`src/source/board_defines.svh`:
```
/* Board-level constants for pad counts, JTAG pin placement and reset timing.
   Included by the package and by any block that needs a pad index or mask. */
`ifndef BOARD_DEFINES_SVH
`define BOARD_DEFINES_SVH

`define NUM_MIO      8                 // Muxed pads
`define NUM_DIO      6                 // Dedicated pads
`define NUM_IO       14                // MIO in low bits, DIO above
`define MIO_CONNECT  8'hFF             // All MIO bonded
`define DIO_CONNECT  6'h1F             // DIO 5 not bonded
`define IDX_JTAG_EN  6                 // Strap, MIO 6
`define IDX_SRST     7                 // System reset, active low, MIO 7
`define IDX_TCK      8                 // DIO 0
`define IDX_TMS      9                 // DIO 1
`define IDX_TDI      10                // DIO 2
`define IDX_TDO      11                // DIO 3
`define IDX_TRST     12                // DIO 4
`define JTAG_IDCODE  32'h1B0C_4A73
`define RST_STRETCH  4                 // Core reset length in clk cycles
`define IR_WIDTH     2
`endif
```
`src/source/board_pkg.sv`:
```
/* Shared types for the board wrapper: pad vectors, register words and the
   JTAG TAP state and instruction encodings. */
`default_nettype none
`include "board_defines.svh"

package board_pkg;

  typedef logic [`NUM_MIO-1:0]  mio_vec_t;   // One bit per MIO
  typedef logic [`NUM_DIO-1:0]  dio_vec_t;   // One bit per DIO
  typedef logic [`NUM_IO-1:0]   io_vec_t;    // Combined, MIO in low bits
  typedef logic [7:0]           gpio_word_t;
  typedef logic [3:0]           led_word_t;
  typedef logic [`IR_WIDTH-1:0] ir_t;

  // Standard 16-state TAP controller
  typedef enum logic [3:0] {
    TEST_LOGIC_RESET, RUN_TEST_IDLE,
    SELECT_DR_SCAN, CAPTURE_DR, SHIFT_DR, EXIT1_DR, PAUSE_DR, EXIT2_DR, UPDATE_DR,
    SELECT_IR_SCAN, CAPTURE_IR, SHIFT_IR, EXIT1_IR, PAUSE_IR, EXIT2_IR, UPDATE_IR
  } tap_state_t;

  typedef enum logic [`IR_WIDTH-1:0] {
    IR_IDCODE = 2'b00,
    IR_GPIO   = 2'b01,
    IR_AUX    = 2'b10,
    IR_BYPASS = 2'b11
  } ir_code_t;

endpackage

`default_nettype wire

```
`src/source/board_top.sv`:
```
/* Board top level. Pads connect through the pad ring and the JTAG overlay to a
   small core of debug TAP and GPIO registers; a single clk_i runs everything. */
`timescale 1ns/1ps
`default_nettype none
`include "board_defines.svh"

module board_top
  import board_pkg::*;
(
  input  logic     clk_i,
  input  logic     reset_i,
  // Muxed pads
  input  mio_vec_t mio_in_i,
  output mio_vec_t mio_out_o,
  output mio_vec_t mio_oe_o,
  // Dedicated pads
  input  dio_vec_t dio_in_i,
  output dio_vec_t dio_out_o,
  output dio_vec_t dio_oe_o
);

  io_vec_t     in_padring, out_padring, oe_padring;
  io_vec_t     in_core, out_core, oe_core;
  gpio_word_t  mio_attr;
  gpio_word_t  gpio_out, gpio_oe;
  led_word_t   led;
  logic        jtag_tck, jtag_tms, jtag_tdi, jtag_tdo;
  logic        jtag_trst_n, jtag_srst_n;
  logic        core_reset;
  logic        tap_update;
  ir_t         tap_ir;
  logic [15:0] tap_dr;
  logic [15:0] gpio_capture;
  logic [11:0] aux_capture;

  //////////////////////////////////////////////////
  // Pad ring and JTAG overlay
  //////////////////////////////////////////////////

  pad_ring u_pad_ring (
    .mio_in_i   (mio_in_i),
    .mio_out_o  (mio_out_o),
    .mio_oe_o   (mio_oe_o),
    .dio_in_i   (dio_in_i),
    .dio_out_o  (dio_out_o),
    .dio_oe_o   (dio_oe_o),
    .core_in_o  (in_padring),
    .core_out_i (out_padring),
    .core_oe_i  (oe_padring),
    .mio_attr_i (mio_attr)
  );

  jtag_overlay_mux u_jtag_mux (
    .in_padring_i  (in_padring),
    .out_padring_o (out_padring),
    .oe_padring_o  (oe_padring),
    .in_core_o     (in_core),
    .out_core_i    (out_core),
    .oe_core_i     (oe_core),
    .jtag_tck_o    (jtag_tck),
    .jtag_tms_o    (jtag_tms),
    .jtag_tdi_o    (jtag_tdi),
    .jtag_trst_n_o (jtag_trst_n),
    .jtag_srst_n_o (jtag_srst_n),
    .jtag_tdo_i    (jtag_tdo)
  );

  //////////////////////////////////////////////////
  // Core
  //////////////////////////////////////////////////

  // GPIO on MIO 0..7, LED on DIO 0..3 always enabled, DIO 4..5 idle
  assign out_core = {2'b00, led, gpio_out};
  assign oe_core  = {2'b00, 4'hF, gpio_oe};

  reset_gen u_reset_gen (
    .clk_i        (clk_i),
    .reset_i      (reset_i),
    .srst_n_i     (jtag_srst_n),
    .core_reset_o (core_reset)
  );

  jtag_tap u_jtag_tap (
    .clk_i          (clk_i),
    .reset_i        (reset_i),          // Not the core reset, keeps IR on SRST
    .tck_i          (jtag_tck),
    .tms_i          (jtag_tms),
    .tdi_i          (jtag_tdi),
    .trst_n_i       (jtag_trst_n),
    .tdo_o          (jtag_tdo),
    .capture_o      (),
    .update_o       (tap_update),
    .ir_o           (tap_ir),
    .dr_o           (tap_dr),
    .gpio_capture_i (gpio_capture),
    .aux_capture_i  (aux_capture)
  );

  gpio_core u_gpio_core (
    .clk_i          (clk_i),
    .reset_i        (core_reset),
    .update_i       (tap_update),
    .ir_i           (tap_ir),
    .dr_i           (tap_dr),
    .pad_in_i       (in_core[`NUM_MIO-1:0]),
    .gpio_out_o     (gpio_out),
    .gpio_oe_o      (gpio_oe),
    .led_o          (led),
    .mio_attr_o     (mio_attr),
    .gpio_capture_o (gpio_capture),
    .aux_capture_o  (aux_capture)
  );

endmodule

`default_nettype wire

```
`src/source/gpio_core.sv`:
```
/* GPIO, LED and pad attribute registers. Loaded from the TAP data register on
   an update pulse, and supplying the readback words for Capture-DR. */
`timescale 1ns/1ps
`default_nettype none

module gpio_core
  import board_pkg::*;
(
  input  logic        clk_i,
  input  logic        reset_i,          // Stretched core reset
  input  logic        update_i,         // One cycle from the TAP
  input  ir_t         ir_i,
  input  logic [15:0] dr_i,
  input  gpio_word_t  pad_in_i,         // MIO inputs after ring and mux
  output gpio_word_t  gpio_out_o,
  output gpio_word_t  gpio_oe_o,
  output led_word_t   led_o,
  output gpio_word_t  mio_attr_o,
  output logic [15:0] gpio_capture_o,
  output logic [11:0] aux_capture_o
);

  gpio_word_t gpio_out_q;
  gpio_word_t gpio_oe_q;
  led_word_t  led_q;
  gpio_word_t attr_q;   // Per-MIO inversion

  //////////////////////////////////////////////////
  // Register file
  //////////////////////////////////////////////////

  always_ff @(posedge clk_i) begin
    if (reset_i) begin
      gpio_out_q <= '0;
      gpio_oe_q  <= '0;
      led_q      <= 4'b1010;   // Visible pattern out of reset
      attr_q     <= '0;
    end else if (update_i) begin
      unique case (ir_code_t'(ir_i))
        IR_GPIO: begin
          gpio_oe_q  <= dr_i[15:8];   // oe in high byte
          gpio_out_q <= dr_i[7:0];
        end
        IR_AUX: begin
          led_q  <= dr_i[11:8];
          attr_q <= dr_i[7:0];
        end
        default: ;   // IDCODE and bypass write nothing
      endcase
    end
  end

  //////////////////////////////////////////////////
  // Outputs and readback
  //////////////////////////////////////////////////

  assign gpio_out_o     = gpio_out_q;
  assign gpio_oe_o      = gpio_oe_q;
  assign led_o          = led_q;
  assign mio_attr_o     = attr_q;
  assign gpio_capture_o = {gpio_oe_q, pad_in_i};   // Live pad inputs
  assign aux_capture_o  = {led_q, attr_q};

endmodule

`default_nettype wire

```
`src/source/jtag_tap.sv`:
```
/* Debug TAP oversampled in the clk_i domain. Pins pass a two-flop synchronizer,
   TCK edges are detected, and capture and update pulse for one clk_i cycle. */
`timescale 1ns/1ps
`default_nettype none
`include "board_defines.svh"

module jtag_tap
  import board_pkg::*;
(
  input  logic        clk_i,
  input  logic        reset_i,
  input  logic        tck_i,
  input  logic        tms_i,
  input  logic        tdi_i,
  input  logic        trst_n_i,
  output logic        tdo_o,
  output logic        capture_o,       // Capture-DR left
  output logic        update_o,        // Update-DR left, dr_o valid
  output ir_t         ir_o,
  output logic [15:0] dr_o,
  input  logic [15:0] gpio_capture_i,
  input  logic [11:0] aux_capture_i
);

  logic [1:0]  tck_sync_q, tms_sync_q, tdi_sync_q, trst_sync_q;
  logic        tck_prev_q;
  logic        tck_rise, tck_fall;
  logic        tms, tdi;
  tap_state_t  state_q, state_d;
  ir_code_t    ir_q;           // Active instruction
  ir_t         ir_sr_q;        // IR shift stage
  logic [31:0] dr_q;           // DR shift register, longest chain is IDCODE
  logic [31:0] capture_word;
  logic        tdo_q;
  logic        capture_q, update_q;

  //////////////////////////////////////////////////
  // Pin synchronizers and edge detect
  //////////////////////////////////////////////////

  always_ff @(posedge clk_i) begin
    if (reset_i) begin
      tck_sync_q  <= '0;
      tms_sync_q  <= '1;
      tdi_sync_q  <= '0;
      trst_sync_q <= '0;
      tck_prev_q  <= 1'b0;
    end else begin
      tck_sync_q  <= {tck_sync_q[0], tck_i};
      tms_sync_q  <= {tms_sync_q[0], tms_i};
      tdi_sync_q  <= {tdi_sync_q[0], tdi_i};
      trst_sync_q <= {trst_sync_q[0], trst_n_i};
      tck_prev_q  <= tck_sync_q[1];
    end
  end

  assign tck_rise = tck_sync_q[1] & ~tck_prev_q;
  assign tck_fall = ~tck_sync_q[1] & tck_prev_q;
  assign tms      = tms_sync_q[1];   // Aligned with synced TCK
  assign tdi      = tdi_sync_q[1];

  //////////////////////////////////////////////////
  // TAP state machine
  //////////////////////////////////////////////////

  always_comb begin
    state_d = state_q;
    unique case (state_q)
      TEST_LOGIC_RESET: state_d = tms ? TEST_LOGIC_RESET : RUN_TEST_IDLE;
      RUN_TEST_IDLE:    state_d = tms ? SELECT_DR_SCAN : RUN_TEST_IDLE;
      SELECT_DR_SCAN:   state_d = tms ? SELECT_IR_SCAN : CAPTURE_DR;
      CAPTURE_DR:       state_d = tms ? EXIT1_DR : SHIFT_DR;
      SHIFT_DR:         state_d = tms ? EXIT1_DR : SHIFT_DR;
      EXIT1_DR:         state_d = tms ? UPDATE_DR : PAUSE_DR;
      PAUSE_DR:         state_d = tms ? EXIT2_DR : PAUSE_DR;
      EXIT2_DR:         state_d = tms ? UPDATE_DR : SHIFT_DR;
      UPDATE_DR:        state_d = tms ? SELECT_DR_SCAN : RUN_TEST_IDLE;
      SELECT_IR_SCAN:   state_d = tms ? TEST_LOGIC_RESET : CAPTURE_IR;
      CAPTURE_IR:       state_d = tms ? EXIT1_IR : SHIFT_IR;
      SHIFT_IR:         state_d = tms ? EXIT1_IR : SHIFT_IR;
      EXIT1_IR:         state_d = tms ? UPDATE_IR : PAUSE_IR;
      PAUSE_IR:         state_d = tms ? EXIT2_IR : PAUSE_IR;
      EXIT2_IR:         state_d = tms ? UPDATE_IR : SHIFT_IR;
      UPDATE_IR:        state_d = tms ? SELECT_DR_SCAN : RUN_TEST_IDLE;
    endcase
  end

  // TRST or board reset forces Test-Logic-Reset
  always_ff @(posedge clk_i) begin
    if (reset_i || !trst_sync_q[1]) begin
      state_q   <= TEST_LOGIC_RESET;
      ir_q      <= IR_IDCODE;
      capture_q <= 1'b0;
      update_q  <= 1'b0;
      tdo_q     <= 1'b0;
    end else begin
      capture_q <= tck_rise && (state_q == CAPTURE_DR);
      update_q  <= tck_rise && (state_q == UPDATE_DR);
      if (tck_rise) begin
        state_q <= state_d;
        if (state_q == UPDATE_IR) ir_q <= ir_code_t'(ir_sr_q);
      end
      if (state_q == TEST_LOGIC_RESET) ir_q <= IR_IDCODE;
      // TDO moves on the falling edge
      if (tck_fall) begin
        if (state_q == SHIFT_IR) begin
          tdo_q <= ir_sr_q[0];
        end else if (state_q == SHIFT_DR) begin
          tdo_q <= dr_q[0];
        end
      end
    end
  end

  //////////////////////////////////////////////////
  // Shift registers
  //////////////////////////////////////////////////

  always_comb begin
    unique case (ir_q)
      IR_IDCODE: capture_word = `JTAG_IDCODE;
      IR_GPIO:   capture_word = {16'h0, gpio_capture_i};
      IR_AUX:    capture_word = {20'h0, aux_capture_i};
      default:   capture_word = 32'h0;   // Bypass captures 0
    endcase
  end

  always_ff @(posedge clk_i) begin
    if (tck_rise) begin
      unique case (state_q)
        CAPTURE_IR: ir_sr_q <= ir_t'(1);   // Fixed 01 pattern
        SHIFT_IR:   ir_sr_q <= {tdi, ir_sr_q[`IR_WIDTH-1:1]};
        CAPTURE_DR: dr_q    <= capture_word;
        SHIFT_DR: begin
          // TDI enters at the top of the selected chain
          unique case (ir_q)
            IR_IDCODE: dr_q <= {tdi, dr_q[31:1]};
            IR_GPIO:   dr_q <= {16'h0, tdi, dr_q[15:1]};
            IR_AUX:    dr_q <= {20'h0, tdi, dr_q[11:1]};
            default:   dr_q <= {31'h0, tdi};
          endcase
        end
        default: ;
      endcase
    end
  end

  assign tdo_o     = tdo_q;
  assign capture_o = capture_q;
  assign update_o  = update_q;
  assign ir_o      = ir_t'(ir_q);
  assign dr_o      = dr_q[15:0];

endmodule

`default_nettype wire

```
`src/source/reset_gen.sv`:
```
/* Core reset generator. Combines the board reset with the JTAG system reset and
   stretches the result, so even a short SRST pulse gives a full core reset. */
`timescale 1ns/1ps
`default_nettype none
`include "board_defines.svh"

module reset_gen (
  input  logic clk_i,
  input  logic reset_i,        // Board reset, sync, active high
  input  logic srst_n_i,       // JTAG system reset from the pad, async
  output logic core_reset_o    // Stretched, active high
);

  localparam int cnt_w = $clog2(`RST_STRETCH + 1);

  logic [1:0]       srst_sync_q;   // Two-flop synchronizer
  logic [cnt_w-1:0] cnt_q;         // Cycles of reset still to hold

  //////////////////////////////////////////////////
  // SRST synchronizer
  //////////////////////////////////////////////////

  always_ff @(posedge clk_i) begin
    if (reset_i) begin
      srst_sync_q <= 2'b11;   // Released, board reset covers it
    end else begin
      srst_sync_q <= {srst_sync_q[0], srst_n_i};
    end
  end

  //////////////////////////////////////////////////
  // Stretch counter
  //////////////////////////////////////////////////

  // Reloads while either source is active, counts down once both are released
  always_ff @(posedge clk_i) begin
    if (reset_i || !srst_sync_q[1]) begin
      cnt_q <= cnt_w'(`RST_STRETCH);
    end else if (cnt_q != '0) begin
      cnt_q <= cnt_q - 1'b1;
    end
  end

  assign core_reset_o = (cnt_q != '0);

endmodule

`default_nettype wire

```
`src/source/jtag_overlay_mux.sv`:
```
/* JTAG overlay. With the strap pad high the JTAG pads are handed to the TAP and
   the core sees tie-off values; with the strap low everything passes through. */
`timescale 1ns/1ps
`default_nettype none
`include "board_defines.svh"

module jtag_overlay_mux
  import board_pkg::*;
(
  // Padring side
  input  io_vec_t  in_padring_i,
  output io_vec_t  out_padring_o,
  output io_vec_t  oe_padring_o,
  // Core side
  output io_vec_t  in_core_o,
  input  io_vec_t  out_core_i,
  input  io_vec_t  oe_core_i,
  // JTAG pins toward TAP and reset generator
  output logic     jtag_tck_o,
  output logic     jtag_tms_o,
  output logic     jtag_tdi_o,
  output logic     jtag_trst_n_o,
  output logic     jtag_srst_n_o,
  input  logic     jtag_tdo_i
);

  // Pads owned by debug while the strap is high
  localparam io_vec_t jtag_mask = io_vec_t'((1 << `IDX_TCK) | (1 << `IDX_TMS) |
                                            (1 << `IDX_TDI) | (1 << `IDX_TDO) |
                                            (1 << `IDX_TRST) | (1 << `IDX_SRST));
  // TMS idles high on the core side
  localparam io_vec_t tie_off = io_vec_t'(1 << `IDX_TMS);

  logic jtag_en;

  assign jtag_en = in_padring_i[`IDX_JTAG_EN];   // Strap always passes through

  //////////////////////////////////////////////////
  // Pin routing
  //////////////////////////////////////////////////

  always_comb begin
    if (jtag_en) begin
      in_core_o                   = (in_padring_i & ~jtag_mask) | tie_off;
      out_padring_o               = out_core_i & ~jtag_mask;
      oe_padring_o                = oe_core_i & ~jtag_mask;
      out_padring_o[`IDX_TDO]     = jtag_tdo_i;   // TDO is the only driven pin
      oe_padring_o[`IDX_TDO]      = 1'b1;
      jtag_tck_o                  = in_padring_i[`IDX_TCK];
      jtag_tms_o                  = in_padring_i[`IDX_TMS];
      jtag_tdi_o                  = in_padring_i[`IDX_TDI];
      jtag_trst_n_o               = in_padring_i[`IDX_TRST];
      jtag_srst_n_o               = in_padring_i[`IDX_SRST];
    end else begin
      in_core_o     = in_padring_i;
      out_padring_o = out_core_i;
      oe_padring_o  = oe_core_i;
      // TAP parked in reset, system reset released
      jtag_tck_o    = 1'b0;
      jtag_tms_o    = 1'b1;
      jtag_tdi_o    = 1'b0;
      jtag_trst_n_o = 1'b0;
      jtag_srst_n_o = 1'b1;
    end
  end

endmodule

`default_nettype wire

```
`src/source/pad_ring.sv`:
```
/* Pad ring model. Masks unbonded pads and applies the MIO inversion attribute
   in both directions; purely combinational between pads and the core side. */
`timescale 1ns/1ps
`default_nettype none
`include "board_defines.svh"

module pad_ring
  import board_pkg::*;
(
  // Pad side
  input  mio_vec_t   mio_in_i,
  output mio_vec_t   mio_out_o,
  output mio_vec_t   mio_oe_o,
  input  dio_vec_t   dio_in_i,
  output dio_vec_t   dio_out_o,
  output dio_vec_t   dio_oe_o,
  // Core side
  output io_vec_t    core_in_o,
  input  io_vec_t    core_out_i,
  input  io_vec_t    core_oe_i,
  // Attributes, MIO only
  input  gpio_word_t mio_attr_i
);

  mio_vec_t mio_core_out;
  mio_vec_t mio_core_oe;
  dio_vec_t dio_core_out;
  dio_vec_t dio_core_oe;

  // Split combined core vector
  assign {dio_core_out, mio_core_out} = core_out_i;
  assign {dio_core_oe, mio_core_oe}   = core_oe_i;

  //////////////////////////////////////////////////
  // Inbound, pads toward core
  //////////////////////////////////////////////////

  // Unbonded pads read 0, inversion applied before masking
  assign core_in_o = {dio_in_i & `DIO_CONNECT,
                      (mio_in_i ^ mio_attr_i) & `MIO_CONNECT};

  //////////////////////////////////////////////////
  // Outbound, core toward pads
  //////////////////////////////////////////////////

  assign mio_out_o = (mio_core_out ^ mio_attr_i) & `MIO_CONNECT;
  assign mio_oe_o  = mio_core_oe & `MIO_CONNECT;   // Never drive unbonded
  assign dio_out_o = dio_core_out & `DIO_CONNECT;
  assign dio_oe_o  = dio_core_oe & `DIO_CONNECT;

endmodule

`default_nettype wire

```
`config.mk`:
```
export PLATFORM = sky130hd
export DESIGN_NAME = board_top
export DESIGN_NICKNAME = d
export VERILOG_FILES = /design/src/source/board_pkg.sv /design/src/source/board_top.sv /design/src/source/gpio_core.sv /design/src/source/jtag_tap.sv /design/src/source/reset_gen.sv /design/src/source/jtag_overlay_mux.sv /design/src/source/pad_ring.sv
export VERILOG_INCLUDE_DIRS = /design/src /design/src/source
export SDC_FILE = /design/constraint.sdc
export NUM_CORES = 1
export LEC_CHECK = 0
export BUFFER_PORTS_ARGS = -buffer_cell sky130_fd_sc_hd__buf_2
export CAP_MARGIN = 20
export CELL_PAD_IN_SITES_DETAIL_PLACEMENT = 1
export CELL_PAD_IN_SITES_GLOBAL_PLACEMENT = 1
export CORE_ASPECT_RATIO = 1.4
export CORE_MARGIN = 2
export CORE_UTILIZATION = 40
export CTS_CLUSTER_SIZE = 14
export DETAILED_ROUTE_END_ITERATION = 8
export GPL_TIMING_DRIVEN = 0
export PLACE_DENSITY_LB_ADDON = 0.1
export SYNTH_ARGS = -nofsm -noshare
export SYNTH_HDL_FRONTEND = slang
export SYNTH_SLANG_ARGS = --single-unit
```
`constraint.sdc`:
```
create_clock -name clk_i -period 3.8 [get_ports clk_i]
set_clock_uncertainty 0.1 [all_clocks]
set_input_delay 1.14 -clock clk_i [delete_from_list [all_inputs] [get_ports clk_i]]
set_output_delay 1.14 -clock clk_i [all_outputs]
set_load 0.1 [all_outputs]
```
Yosys cells after proc, flatten, opt, wreduce, memory -nomap -nowiden
Index checks and enable logic that the tools add are counted.
Cells by class
  add/subtract/negate cells: 1
  $mul: 0
  div/mod/pow operators: 0
  order comparisons: 0
  equality and inequality tests: 17
  shifts and indexed selects: 0
  muxes and demuxes: 22
  bitwise operators: 7
  reductions and logical operators: 22
Operators by type and width (count)
  one-hot mux 32 bit (3 select lines): 1
  one-hot mux 29 bit (3 select lines): 1
  one-hot mux 32 bit (2 select lines): 1
  one-hot mux 4 bit (12 select lines): 1
  equality test 4 bit (second input constant): 8
  equality test 4 x 3 -> 1 bit (second input constant): 4
  two-way mux 4 bit: 4
  bitwise XOR 8 bit: 2
  two-way mux 12 bit: 1
  AND reduction 2 bit: 6
  two-way mux 11 bit: 1
  equality test 4 x 2 -> 1 bit (second input constant): 2
  two-way mux 8 bit: 1
  OR reduction 2 bit: 4
  two-way mux 2 bit: 3
  two-way mux 3 bit: 2
  nonzero test 2 bit: 3
  two-way mux 1 bit: 5
  equality test 4 x 1 -> 1 bit (second input constant): 1
  zero test 4 bit: 1
  one-hot mux 2 bit (2 select lines): 1
  NOT 1 bit: 3
  nonzero test 3 bit: 1
  OR reduction 3 bit: 1
  other kinds (8): 11
Word-level totals
  flip-flop bits (word level): 84
  latch bits: 0
  bits in writable memories: 0
  ROM bits: 0
  input port bits: 16
  output and inout bits: 28
  word-level logic and storage cells: 91
  memories: 0

Depth between registers and ports, before layout
Gate-level depths: netlist of run 1.
  word-level depth: 4
  depth in mapped cells: 7

Hierarchy
Synthesis of run 1 repeated with hierarchy kept, for this count alone.
Second synthesis, totals
  cells, all modules: 495
  area, all modules: 4839.6 um2
By module, submodules not included
  jtag_tap: times used 1, cells an instance 239, area each 2527.4 um2, sequential area each 1381.3 um2
  gpio_core: times used 1, cells an instance 142, area each 1408.9 um2, sequential area each 560.5 um2
  jtag_overlay_mux: times used 1, cells an instance 49, area each 346.6 um2, sequential area each 0.0 um2
  pad_ring: times used 1, cells an instance 43, area each 339.1 um2, sequential area each 0.0 um2
  reset_gen: times used 1, cells an instance 20, area each 210.2 um2, sequential area each 100.1 um2
  board_top: times used 1, cells an instance 2, area each 7.5 um2, sequential area each 0.0 um2

Least setup slack after synthesis of run 1
No wires, ideal clock.
  path kind: input -> output
  start point: in mio_in_i[6]
  end point: out mio_out_o[7]
  arrival: 4.115 ns
  slack: -1.555 ns
  cell stages on the path: 4
  cell sequence: xnor2_1 -> clkbuf_1 -> nand2_1 -> xnor2_1
On the way
  longest elaborated chain between the ends: 3
Ends and longest elaborated chain
  start, declared: RTL line board_top.sv:13  | input mio_vec_t mio_in_i,
  bitwise XOR 8 bit: RTL line pad_ring.sv:40  | (mio_in_i ^ mio_attr_i) & `MIO_CONNECT};
  two-way mux 12 bit: RTL line jtag_overlay_mux.sv:43  | if (jtag_en) begin
  bitwise XOR 8 bit: RTL line pad_ring.sv:46  | assign mio_out_o = (mio_core_out ^ mio_attr_i) & `MIO_CONNECT;
  end, declared: RTL line board_top.sv:14  | output mio_vec_t mio_out_o,
Every way passes these cells.

Worst setup path in the final report of run 1
  start point: in mio_in_i[6]
  end point: out dio_out_o[3]
On the way
  longest elaborated chain between the ends: 2
Ends and longest elaborated chain
  bitwise XOR 8 bit: RTL line pad_ring.sv:40
  two-way mux 12 bit: RTL line jtag_overlay_mux.sv:43
  end, declared: RTL line board_top.sv:18  | output dio_vec_t dio_out_o,
Every way passes these cells.

==> flow_summary.toml, run 1 <==
[die]
chipHeight_um = 120
die-width_um = 87.1
start_util_pct = 40.9
area_enclosed_by_the_die_boundary_um2 = 10500
boundaryPins = 44
floorplan.core_area_um2 = 9460
number_of_standard_cell_rows_in_the_floorplan = 42

[critical_path]
maximum_fanout_along_the_worst_path = 12
worstPathArrival_ns = 2.43
cp.required_ns = 2.56
setup.worst_path.start_class = "primary input"
crit_path_end_kind = "output pin"
path_class = "primary input to output pin"

[route]
detail_route.vias_per_cell = 5.41
num_vias = 3135
firstDrtPassIters = 4
final_antenna_net_count = 0
drcViolationCount = 0
detail_route.wirelength_um = 10200
drt-wirelength-per-cell_um = 17.6
drt_first_iter_violations = 114

[timing]
max_freq_mhz = 272
worst_hold_slack_ns = 0.314
slew_headroom_pct = 47.1
worst_slew_pin_slew_ns = 0.789
timing.final.hold_violations = 0
timing.final.crit_period_ns = 3.67
report.final.setup_viol = 0
drv_slew = 0
setup_repair_after_global_routing_missed_its_margin = "false"
period_share_pct = 96.7

[final_layout]
most_frequent_standard_cell_in_the_layout_excluding_fill_and_tap_cells = "sky130_fd_sc_hd__nand2_1"
drive_gt1_share_pct = 18.1
final_core_utilization_pct = 48.1
nNetsFinal = 482
n_antenna_cell = 0
layout.cells.most_common_list = "sky130_fd_sc_hd__nand2_1 (76), sky130_fd_sc_hd__dfxtp_1 (50), sky130_fd_sc_hd__a21oi_1 (44), sky130_fd_sc_hd__buf_2 (40), sky130_fd_sc_hd__edfxtp_1 (34)"
synthesis_to_layout_area_growth_pct = 17.6

[place]
place_hpwl_um = 7450
io_buffer_count = 36
routability_congestion_estimate = 0.835

[global_routing]
first_global_vias = 3264
antenna_violations_before_repair = 0
maximum_number_of_pins_on_one_net_before_global_route_repair = 14
met2_usage_pct = 38.2
met1_usage_pct = 23.4
grt.total_usage_pct = 20.6
busiest_layer = "met2"
grt_first_pass_wirelength_um = 16500
grt_met3_use_pct = 3.41
overflow = 0

[cts]
cts_sinks = 84
cts_tree = "built"
clk_path_buf_depth = 2
postCtsSetupRepairBufs = 0
cts-htree-levels = 3
clkLatencyLatePin_ns = 0.34
cts-hold-fix-buffers = 0
tritoncts.num_buffers = 9
cts.clk_slew.worst_paths_ns = 0.06
cts_root_buffer = "sky130_fd_sc_hd__clkbuf_16"

[logic_synthesis]
synth_top_family_by_area = "simple AND/OR/NAND/NOR gates"
synth_xor_xnor_area_share_pct = 2.72
synthAdderAreaFrac_pct = 0.647
synth-seq-cells = 84
syn_area_per_cell_um2 = 9.39
synth_cell_type_count = 51
synth.yosys.warnings = 0
synth_compound_gate_area_share_pct = 16.2
synthesis.instances = 412
synthSimpleGateAreaFrac_pct = 20.0
synth_async_sr_flop_share_pct = 0
synth-main-ff-cell = "sky130_fd_sc_hd__dfxtp_1"
mappedNetlistArea_um2 = 3870
synthMuxAreaShare_pct = 0.809
synth_edf_count = 34
sequential_share_of_the_synthesized_area_pct = 52.3

[power_and_ir_drop]
ir_worst_vdd_uv = 252
leakage_power_uw = 0.00175
power_density_nw_per_um2 = 440

[min_path]
timing.hold.worst.class = "flip-flop to flip-flop"

[run]
max_cap_viol_count = 0

[outcome]
run_status = "completed"
-- path summary, 6_finish.rpt --
| kind | slack (ns) | cells past startpoint | start | endpoint |
|---|---|---|---|---|
| max | 0.13 | 5 | mio_in_i[6] | dio_out_o[3] |
| max reg2reg | 1.39 | 6 | u_jtag_tap.state_q[0] | u_jtag_tap.dr_q[4] |
| min reg2reg | 0.31 | 1 | u_reset_gen.srst_sync_q[0] | u_reset_gen.srst_sync_q[1] |
| min | 0.31 | 1 | u_reset_gen.srst_sync_q[0] | u_reset_gen.srst_sync_q[1] |
-- flip-flops by register name, summed over array words and instances (netlist names), 3 cells and up --
name	flops
u_jtag_tap.dr_q	32
u_gpio_core.gpio_oe_o	8
u_gpio_core.gpio_out_o	8
u_gpio_core.mio_attr_o	8
u_gpio_core.led_o	4
u_jtag_tap.state_q	4
u_reset_gen.cnt_q	3
-- area by class of cell --
| type | instances | area, um^2 |
|---|---|---|
| clock inverters | 1 | 5.00 |
| multi-input cells | 281 | 1610 |
| well taps | 110 | 138 |
| fillers | 1124 | 4910 |
| plain buffers | 41 | 246 |
| clock buffers | 15 | 289 |
| inverters | 9 | 33.8 |
| flip-flops and latches | 84 | 2020 |
| repair buffers | 38 | 209 |
-- report_power, final --
group | leakage, uW | total (uW) | internal (uW) | switching [uW]
combinational | 0.000844 | 181 | 49.1 | 132
clock | 0.000145 | 863 | 519 | 344
sequential | 0.000756 | 957 | 948 | 8.82
total | 0.00175 | 2000 | 1520 | 485
-- what timing repair did --
item                                   CTS  global route
setup endpoints to repair                1             0
gates resized for setup                  1             0
endpoints found under the hold margin    0             0
-- cell usage after synthesis (2+ instances only) --
| library cell | count | area, um^2 |
|---|---|---|
| sky130_fd_sc_hd__nand2_1 | 76 | 285 |
| sky130_fd_sc_hd__dfxtp_1 | 50 | 1000 |
| sky130_fd_sc_hd__a21oi_1 | 44 | 220 |
| sky130_fd_sc_hd__edfxtp_1 | 34 | 1020 |
| sky130_fd_sc_hd__clkbuf_1 | 18 | 67.6 |
| sky130_fd_sc_hd__o21ai_0 | 18 | 90.1 |
| sky130_fd_sc_hd__buf_4 | 14 | 105 |
| sky130_fd_sc_hd__and3_1 | 12 | 75.1 |
| sky130_fd_sc_hd__nor2_1 | 12 | 45.0 |
| sky130_fd_sc_hd__o21a_1 | 11 | 82.6 |
| sky130_fd_sc_hd__and2_1 | 9 | 56.3 |
| sky130_fd_sc_hd__nand3_1 | 9 | 45.0 |
| sky130_fd_sc_hd__nor2b_1 | 9 | 56.3 |
| sky130_fd_sc_hd__inv_1 | 8 | 30.0 |
| sky130_fd_sc_hd__xor2_1 | 8 | 70.1 |
| sky130_fd_sc_hd__nand2b_1 | 7 | 43.8 |
| sky130_fd_sc_hd__nor3_1 | 6 | 30.0 |
| sky130_fd_sc_hd__a211oi_1 | 5 | 37.5 |
| sky130_fd_sc_hd__buf_2 | 5 | 25.0 |
| sky130_fd_sc_hd__o22ai_1 | 5 | 31.3 |
| sky130_fd_sc_hd__buf_6 | 4 | 45.0 |
| sky130_fd_sc_hd__or3_1 | 4 | 25.0 |
| sky130_fd_sc_hd__xnor2_1 | 4 | 35.0 |
| sky130_fd_sc_hd__a31oi_1 | 3 | 18.8 |
| sky130_fd_sc_hd__a32oi_1 | 3 | 26.3 |
| sky130_fd_sc_hd__o31ai_1 | 3 | 22.5 |
| sky130_fd_sc_hd__or2_2 | 3 | 18.8 |
| sky130_fd_sc_hd__a22oi_1 | 2 | 15.0 |
| sky130_fd_sc_hd__conb_1 | 2 | 7.51 |
| sky130_fd_sc_hd__ha_1 | 2 | 25.0 |
| sky130_fd_sc_hd__mux2i_1 | 2 | 20.0 |
-- cells by family after synthesis --
group           Yosys count
flops                    84
mux                       3
fa+ha+maj                 2
buf+inv                  50
compound gates          103
simple gates            156
other cells               2
xor+xnor                 12
-- stage by stage --
| step | TNS [ns] | power, uW | area, um^2 | worst slack [ns] | std cells |
|---|---|---|---|---|---|
| 2_1_floorplan | 0 | 1110 | 3900 | 0.0437 | 415 |
| 3_3_place_gp | -29.37 | 1150 | 4220 | -0.919 | 561 |
| 3_5_place_dp | 0 | 1160 | 4250 | 0.0366 | 563 |
| 4_1_cts | 0 | 2020 | 4550 | 0.0679 | 579 |
| 5_1_grt | 0 | 2080 | 4550 | 0.0324 | 579 |
| 6_report | 0 | 2000 | 4550 | 0.125 | 579 |
-- metal layers --
layer	vias to the layer above	wire length (um)
li1	1528	-
met2	45	5640
met1	1548	4150
met3	14	263
met5	-	0
met4	0	131
-- critical path: stages --
cell,delay (ns)
sky130_fd_sc_hd__buf_2,0.13
sky130_fd_sc_hd__xnor2_1,0.24
sky130_fd_sc_hd__clkbuf_4,0.27
sky130_fd_sc_hd__mux2_2,0.35
sky130_fd_sc_hd__buf_2,0.29
Power figures use the tool's default switching activity.
==> inputs of run 2 (changes only) <==
--- a/config.mk
+++ b/config.mk
@@ -12,11 +12,12 @@
 export CELL_PAD_IN_SITES_GLOBAL_PLACEMENT = 1
 export CORE_ASPECT_RATIO = 1.4
 export CORE_MARGIN = 2
-export CORE_UTILIZATION = 40
+export CORE_UTILIZATION = 42
 export CTS_CLUSTER_SIZE = 14
 export DETAILED_ROUTE_END_ITERATION = 8
 export GPL_TIMING_DRIVEN = 0
 export PLACE_DENSITY_LB_ADDON = 0.1
 export SYNTH_ARGS = -nofsm -noshare
 export SYNTH_HDL_FRONTEND = slang
+export SYNTH_HIERARCHICAL = 1
 export SYNTH_SLANG_ARGS = --single-unit
==> flow_summary.toml, run 2 <==
[outcome]
run_status = "completed"

[final_layout]
largest_reg_flops = 32
nNetsFinal = 552
nFillCells = 1255
most_frequent_standard_cell_in_the_layout_excluding_fill_and_tap_cells = "sky130_fd_sc_hd__buf_4"
n_antenna_cell = 0
registers.top_by_ff_count = "u_jtag_tap/dr_q"
synthesis_to_layout_area_growth_pct = 14.9
final_core_utilization_pct = 49.9
layout.cells.most_common_list = "sky130_fd_sc_hd__buf_4 (90), sky130_fd_sc_hd__dfxtp_1 (50), sky130_fd_sc_hd__nand2b_1 (49), sky130_fd_sc_hd__buf_2 (37), sky130_fd_sc_hd__edfxtp_1 (34)"
drive_gt1_share_pct = 30.2

[route]
detail_route.vias_per_cell = 5.00
num_vias = 3402
drt_first_iter_violations = 180
detail_route.wirelength_um = 10800
final_antenna_net_count = 0
firstDrtPassIters = 4
drt-wirelength-per-cell_um = 15.9
drcViolationCount = 0

[critical_path]
setup.worst_path.start_class = "primary input"
cp_slowest_cell = "sky130_fd_sc_hd__nor2b_1"
critical_path.max_stage_delay_ns = 0.32
worstReg2RegEnd = "u_jtag_tap/dr_q[20]"
rr_worst_depth = 7
timing.critical_path.buf_inv = 3
crit_path_end_kind = "output pin"
path_class = "primary input to output pin"
cp.required_ns = 2.56
maximum_fanout_along_the_worst_path = 9
cpLargestDelayFamily = "buffers and inverters"
critical_path_cell_by_cell = "buf_2 > xor2_4 > buf_2 > nor2b_1 > xor2_4 > buf_4"
worstPathArrival_ns = 2.43
r2r_start = "u_jtag_tap/state_q[1]"
r2r_slack_ns = 1.54

[cts]
clkLatencyLatePin_ns = 0.34
cts_sinks = 84
postCtsSetupRepairBufs = 0
tritoncts.num_buffers = 9
cts_tree = "built"
cts_root_buffer = "sky130_fd_sc_hd__clkbuf_16"
clk_path_buf_depth = 2
cts.clk_slew.worst_paths_ns = 0.05
cts-htree-levels = 3

[power_and_ir_drop]
power_density_nw_per_um2 = 384
leakage_power_uw = 0.00233
finalPower_uw = 2090
ir_worst_vdd_uv = 207

[logic_synthesis]
synthesis.instances = 483
syn_area_per_cell_um2 = 9.82
mappedNetlistArea_um2 = 4740
synth.yosys.warnings = 6

[global_routing]
overflow = 0
busiest_layer = "met2"
grt.total_usage_pct = 18.7
grt_met3_use_pct = 3.00
met2_usage_pct = 34.0
grt_first_pass_wirelength_um = 17500
first_global_vias = 3514
antenna_violations_before_repair = 0
maximum_number_of_pins_on_one_net_before_global_route_repair = 15
met1_usage_pct = 22.2

[timing]
drv_slew = 0
max_freq_mhz = 272
report.final.setup_viol = 0
period_share_pct = 96.7
timing.final.hold_violations = 0
slew_headroom_pct = 54.9
worst_slew_pin_slew_ns = 0.667
setup_repair_after_global_routing_missed_its_margin = "false"
timing.final.crit_period_ns = 3.67

[min_path]
timing.hold.worst.class = "flip-flop to flip-flop"
timing.hold.worst.start = "u_jtag_tap/tms_sync_q[0]"
hold_path_depth = 1
hold_end = "u_jtag_tap/tms_sync_q[1]"

[place]
io_buffer_count = 32
place_hpwl_um = 7970
routability_congestion_estimate = 0.819

[die]
number_of_standard_cell_rows_in_the_floorplan = 45
die-width_um = 93.8
floorplan.core_area_um2 = 10900
boundaryPins = 44
area_enclosed_by_the_die_boundary_um2 = 12200
chipHeight_um = 130
start_util_pct = 43.4

[run]
max_cap_viol_count = 0
-- run 2: cell count changes in the layout (fill, tap and decap cells not counted), moves of 8 or more --
| cell | delta |
|---|---|
| sky130_fd_sc_hd__a21oi_1 | -30 |
| sky130_fd_sc_hd__mux2i_1 | +30 |
| sky130_fd_sc_hd__nor2b_1 | +12 |
| sky130_fd_sc_hd__nand2_1 | -67 |
| sky130_fd_sc_hd__nand2b_1 | +42 |
| sky130_fd_sc_hd__a22oi_1 | +8 |
| sky130_fd_sc_hd__buf_4 | +75 |
| sky130_fd_sc_hd__nor2_1 | +8 |
-- run 2: final cells by class --
type	count	area [um^2]	area share (%)
repair buffers	35	196	3.60
well taps	141	176	3.24
clock buffers	14	264	4.84
multi-input cells	277	1920	35.2
plain buffers	119	833	15.3
flip-flops and latches	84	2020	37.1
inverters	8	30.0	0.551
clock inverters	2	10.0	0.184
-- run 2: metrics by stage --
| stage | area, um^2 | TNS, ns | instances | setup WS, ns | hold WS (ns) |
|---|---|---|---|---|---|
| 2_1_floorplan | 4780 | 0 | 488 | 0.104 | 0.289 |
| 3_3_place_gp | 5120 | -42.23 | 661 | -1.31 | 0.296 |
| 3_5_place_dp | 5160 | -0.559 | 664 | -0.279 | 0.304 |
| 4_1_cts | 5440 | 0 | 680 | 0.0597 | 0.316 |
| 5_1_grt | 5450 | 0 | 680 | 0.0376 | 0.346 |
| 6_report | 5450 | 0 | 680 | 0.125 | 0.317 |
-- run 2: what timing repair did --
action / 4_1_cts / 5_1_grt
resized for setup: 2 / 1
endpoints found under the setup margin: 8 / 1
hold buffers: 0 / 0
-- run 2: worst max-delay path by stage --
stage          cells after the start                  to                  start  slack (ns)
2_1_floorplan                      5  u_jtag_tap/dr_q[0]  u_jtag_tap/state_q[1]        0.10
3_3_place_gp                       5  u_jtag_tap/dr_q[5]  u_jtag_tap/state_q[1]       -1.31
3_5_place_dp                       6        mio_out_o[7]            mio_in_i[6]       -0.28
4_1_cts                            6        mio_out_o[7]            mio_in_i[6]        0.06
5_1_grt                            6        mio_out_o[7]            mio_in_i[6]        0.04
6_report                           6        mio_out_o[7]            mio_in_i[6]        0.13
-- run 2: report_power, final --
part           switching (uW)  total, uW  leakage (uW)  internal [uW]
clock                     341        818      0.000137            477
combinational             184        317       0.00146            133
sequential               10.0        958      0.000726            948
-- run 2: metal layers --
metal / wire length, um / vias up
met4: 173 / 0
met1: 4480 / 1669
met2: 5730 / 66
li1: - / 1655
met5: 0 / -
met3: 458 / 12
==> inputs of run 3 (changes only) <==
--- a/config.mk
+++ b/config.mk
@@ -6,16 +6,17 @@
 export SDC_FILE = /design/constraint.sdc
 export NUM_CORES = 1
 export LEC_CHECK = 0
+export ABC_AREA = 1
 export BUFFER_PORTS_ARGS = -buffer_cell sky130_fd_sc_hd__buf_2
 export CAP_MARGIN = 20
 export CELL_PAD_IN_SITES_DETAIL_PLACEMENT = 1
 export CELL_PAD_IN_SITES_GLOBAL_PLACEMENT = 1
 export CORE_ASPECT_RATIO = 1.4
-export CORE_MARGIN = 2
-export CORE_UTILIZATION = 42
+export CORE_UTILIZATION = 39
 export CTS_CLUSTER_SIZE = 14
 export DETAILED_ROUTE_END_ITERATION = 8
 export GPL_TIMING_DRIVEN = 0
+export MAX_ROUTING_LAYER = met4
 export PLACE_DENSITY_LB_ADDON = 0.1
 export SYNTH_ARGS = -nofsm -noshare
 export SYNTH_HDL_FRONTEND = slang
==> flow_summary.toml, run 3 <==
[die]
floorplan.core_area_um2 = 12300
chipHeight_um = 135
boundaryPins = 44
die-width_um = 96.8
area_enclosed_by_the_die_boundary_um2 = 13000
start_util_pct = 39.8
number_of_standard_cell_rows_in_the_floorplan = 48

[critical_path]
worstReg2RegEnd = "u_jtag_tap/dr_q[0]"
path_class = "primary input to output pin"
r2r_start = "u_jtag_tap/ir_o[1]"
setup.worst_path.start_class = "primary input"
cpLargestDelayFamily = "buffers and inverters"
critical_path_cell_by_cell = "buf_2 > inv_1 > nand2_1 > nand2_1 > buf_6 > nor2_1 > nand2_1 > nand2_1 > buf_2"
cp.required_ns = 2.56
r2r_slack_ns = 1.86
rr_worst_depth = 7
crit_path_end_kind = "output pin"
maximum_fanout_along_the_worst_path = 9
cp_slowest_cell = "sky130_fd_sc_hd__buf_2"
critical_path.max_stage_delay_ns = 0.42
cp_common_cell = "sky130_fd_sc_hd__nand2_1"
timing.critical_path.buf_inv = 4
worstPathArrival_ns = 2.35

[power_and_ir_drop]
pwr-share-comb_pct = 9.3
power_switching_share_pct = 24.7
share_clk_of_total_power_pct = 43.1
power.net_switching_uw = 491
p_int_uw = 1500
leakage_power_uw = 0.00290
ir_worst_vdd_uv = 207
p_seq_share_pct = 47.6
power_density_nw_per_um2 = 356
finalPower_uw = 1990

[timing]
timing.final.crit_period_ns = 3.59
setup_repair_after_global_routing_missed_its_margin = "false"
slew_headroom_pct = 58.9
max_freq_mhz = 278
drv_slew = 0
timing.final.hold_violations = 0
worst_slew_pin_slew_ns = 0.617
period_share_pct = 94.6
report.final.setup_viol = 0

[final_layout]
layout.cells.most_common_list = "sky130_fd_sc_hd__nand2_1 (174), sky130_fd_sc_hd__nor2_1 (126), sky130_fd_sc_hd__inv_1 (105), sky130_fd_sc_hd__buf_4 (93), sky130_fd_sc_hd__dfxtp_1 (50)"
drive_gt1_share_pct = 22.6
largest_reg_flops = 32
registers.top_by_ff_count = "u_jtag_tap/dr_q"
n_antenna_cell = 0
nFillCells = 1624
synthesis_to_layout_area_growth_pct = 13.9
ff_latch_area_um2 = 2020
final-instance-count-excl-fill = 897
nNetsFinal = 760
most_frequent_standard_cell_in_the_layout_excluding_fill_and_tap_cells = "sky130_fd_sc_hd__nand2_1"
multi_input_area_um2 = 1700

[cts]
cts.clk_slew.worst_paths_ns = 0.06
cts-hold-fix-buffers = 0
tritoncts.num_buffers = 9
postCtsSetupRepairBufs = 0
cts_sinks = 84
clk_path_buf_depth = 2
cts_root_buffer = "sky130_fd_sc_hd__clkbuf_16"
clkLatencyLatePin_ns = 0.34
post_cts_resized = 0
cts_tree = "built"
cts-htree-levels = 3

[place]
io_buffer_count = 32
dp_cells = 881
routability_congestion_estimate = 0.841
place_hpwl_um = 9040

[outcome]
run_status = "completed"

[logic_synthesis]
syn_area_per_cell_um2 = 7.08
mappedNetlistArea_um2 = 4910
synthesis.instances = 693
synth.yosys.warnings = 6

[global_routing]
grt_first_pass_wirelength_um = 20100
first_global_vias = 4264
maximum_number_of_pins_on_one_net_before_global_route_repair = 33
overflow = 0
antenna_violations_before_repair = 0
grt.total_usage_pct = 19.9

[min_path]
hold_path_depth = 2
hold_end = "u_jtag_tap/tck_sync_q[1]"
timing.hold.worst.start = "u_jtag_tap/tck_sync_q[0]"
timing.hold.worst.class = "flip-flop to flip-flop"

[route]
detail_route.wirelength_um = 12200
drt_first_iter_violations = 130
num_vias = 4120
firstDrtPassIters = 4
detail_route.vias_per_cell = 4.59
drcViolationCount = 0
drt-wirelength-per-cell_um = 13.6
final_antenna_net_count = 0

[run]
max_cap_viol_count = 0
[run 3: routing by layer]
metal | up-vias | routed length [um] | GRT usage [%]
li1 | 2094 | - | -
met1 | 1961 | 5050 | 21.4
met2 | 49 | 6660 | 38.2
met3 | 16 | 297 | 1.66
met4 | 0 | 152 | 6.72
met5 | - | 0 | -
[run 3: worst max path at each step]
| stage | from | to | slack (ns) | depth (start not counted) |
|---|---|---|---|---|
| 2_1_floorplan | mio_in_i[6] | mio_out_o[7] | 0.27 | 7 |
| 4_1_cts | mio_in_i[6] | mio_out_o[7] | 0.18 | 9 |
| 6_report | mio_in_i[6] | mio_out_o[7] | 0.21 | 9 |
| 3_3_place_gp | u_jtag_tap/tck_sync_q[1] | u_jtag_tap/dr_q[26] | -0.04 | 4 |
| 5_1_grt | mio_in_i[6] | mio_out_o[7] | 0.06 | 9 |
| 3_5_place_dp | mio_in_i[6] | mio_out_o[7] | 0.19 | 9 |
[run 3: worst register-to-register path, stage by stage, from the launching register on]
cell and delay [ns]:
sky130_fd_sc_hd__dfxtp_1 0.38, sky130_fd_sc_hd__buf_2 0.27, sky130_fd_sc_hd__nand2_1 0.26, sky130_fd_sc_hd__inv_1 0.15, sky130_fd_sc_hd__nor2_1 0.07, sky130_fd_sc_hd__buf_2 0.20
sky130_fd_sc_hd__o22ai_1 0.12, sky130_fd_sc_hd__o31ai_1 0.11
[run 3: final cells by class]
class,instances,share of cell area (%)
Inverter,107,7.19
Sequential cell,84,36.2
Multi-Input combinational cell,397,30.4
Buffer,110,14.5
Clock buffer,13,4.86
Tap cell,150,3.36
Timing Repair Buffer,33,3.22
Clock inverter,3,0.313
[run 3: through the flow]
| step | utilization, % | cell area, um^2 | setup TNS [ns] | setup slack, ns | hold slack, ns |
|---|---|---|---|---|---|
| detailed placement | 43.0 | 5300 | 0 | 0.186 | 0.300 |
| global route | 45.4 | 5590 | 0 | 0.0578 | 0.329 |
| CTS | 45.4 | 5590 | 0 | 0.176 | 0.309 |
| global placement | 42.8 | 5270 | -1.22 | -0.0391 | 0.290 |
| finish | 45.4 | 5590 | 0 | 0.205 | 0.306 |
| floorplan | - | 4920 | 0 | 0.268 | 0.288 |
[run 3: power by group through the flow]
stage	combinational, uW	clock, uW	sequential, uW
final	185	858	949
after global routing	206	908	948
after CTS	189	879	948
after detailed placement	188	0	968
after global placement	181	0	967
after floorplan	147	0	967
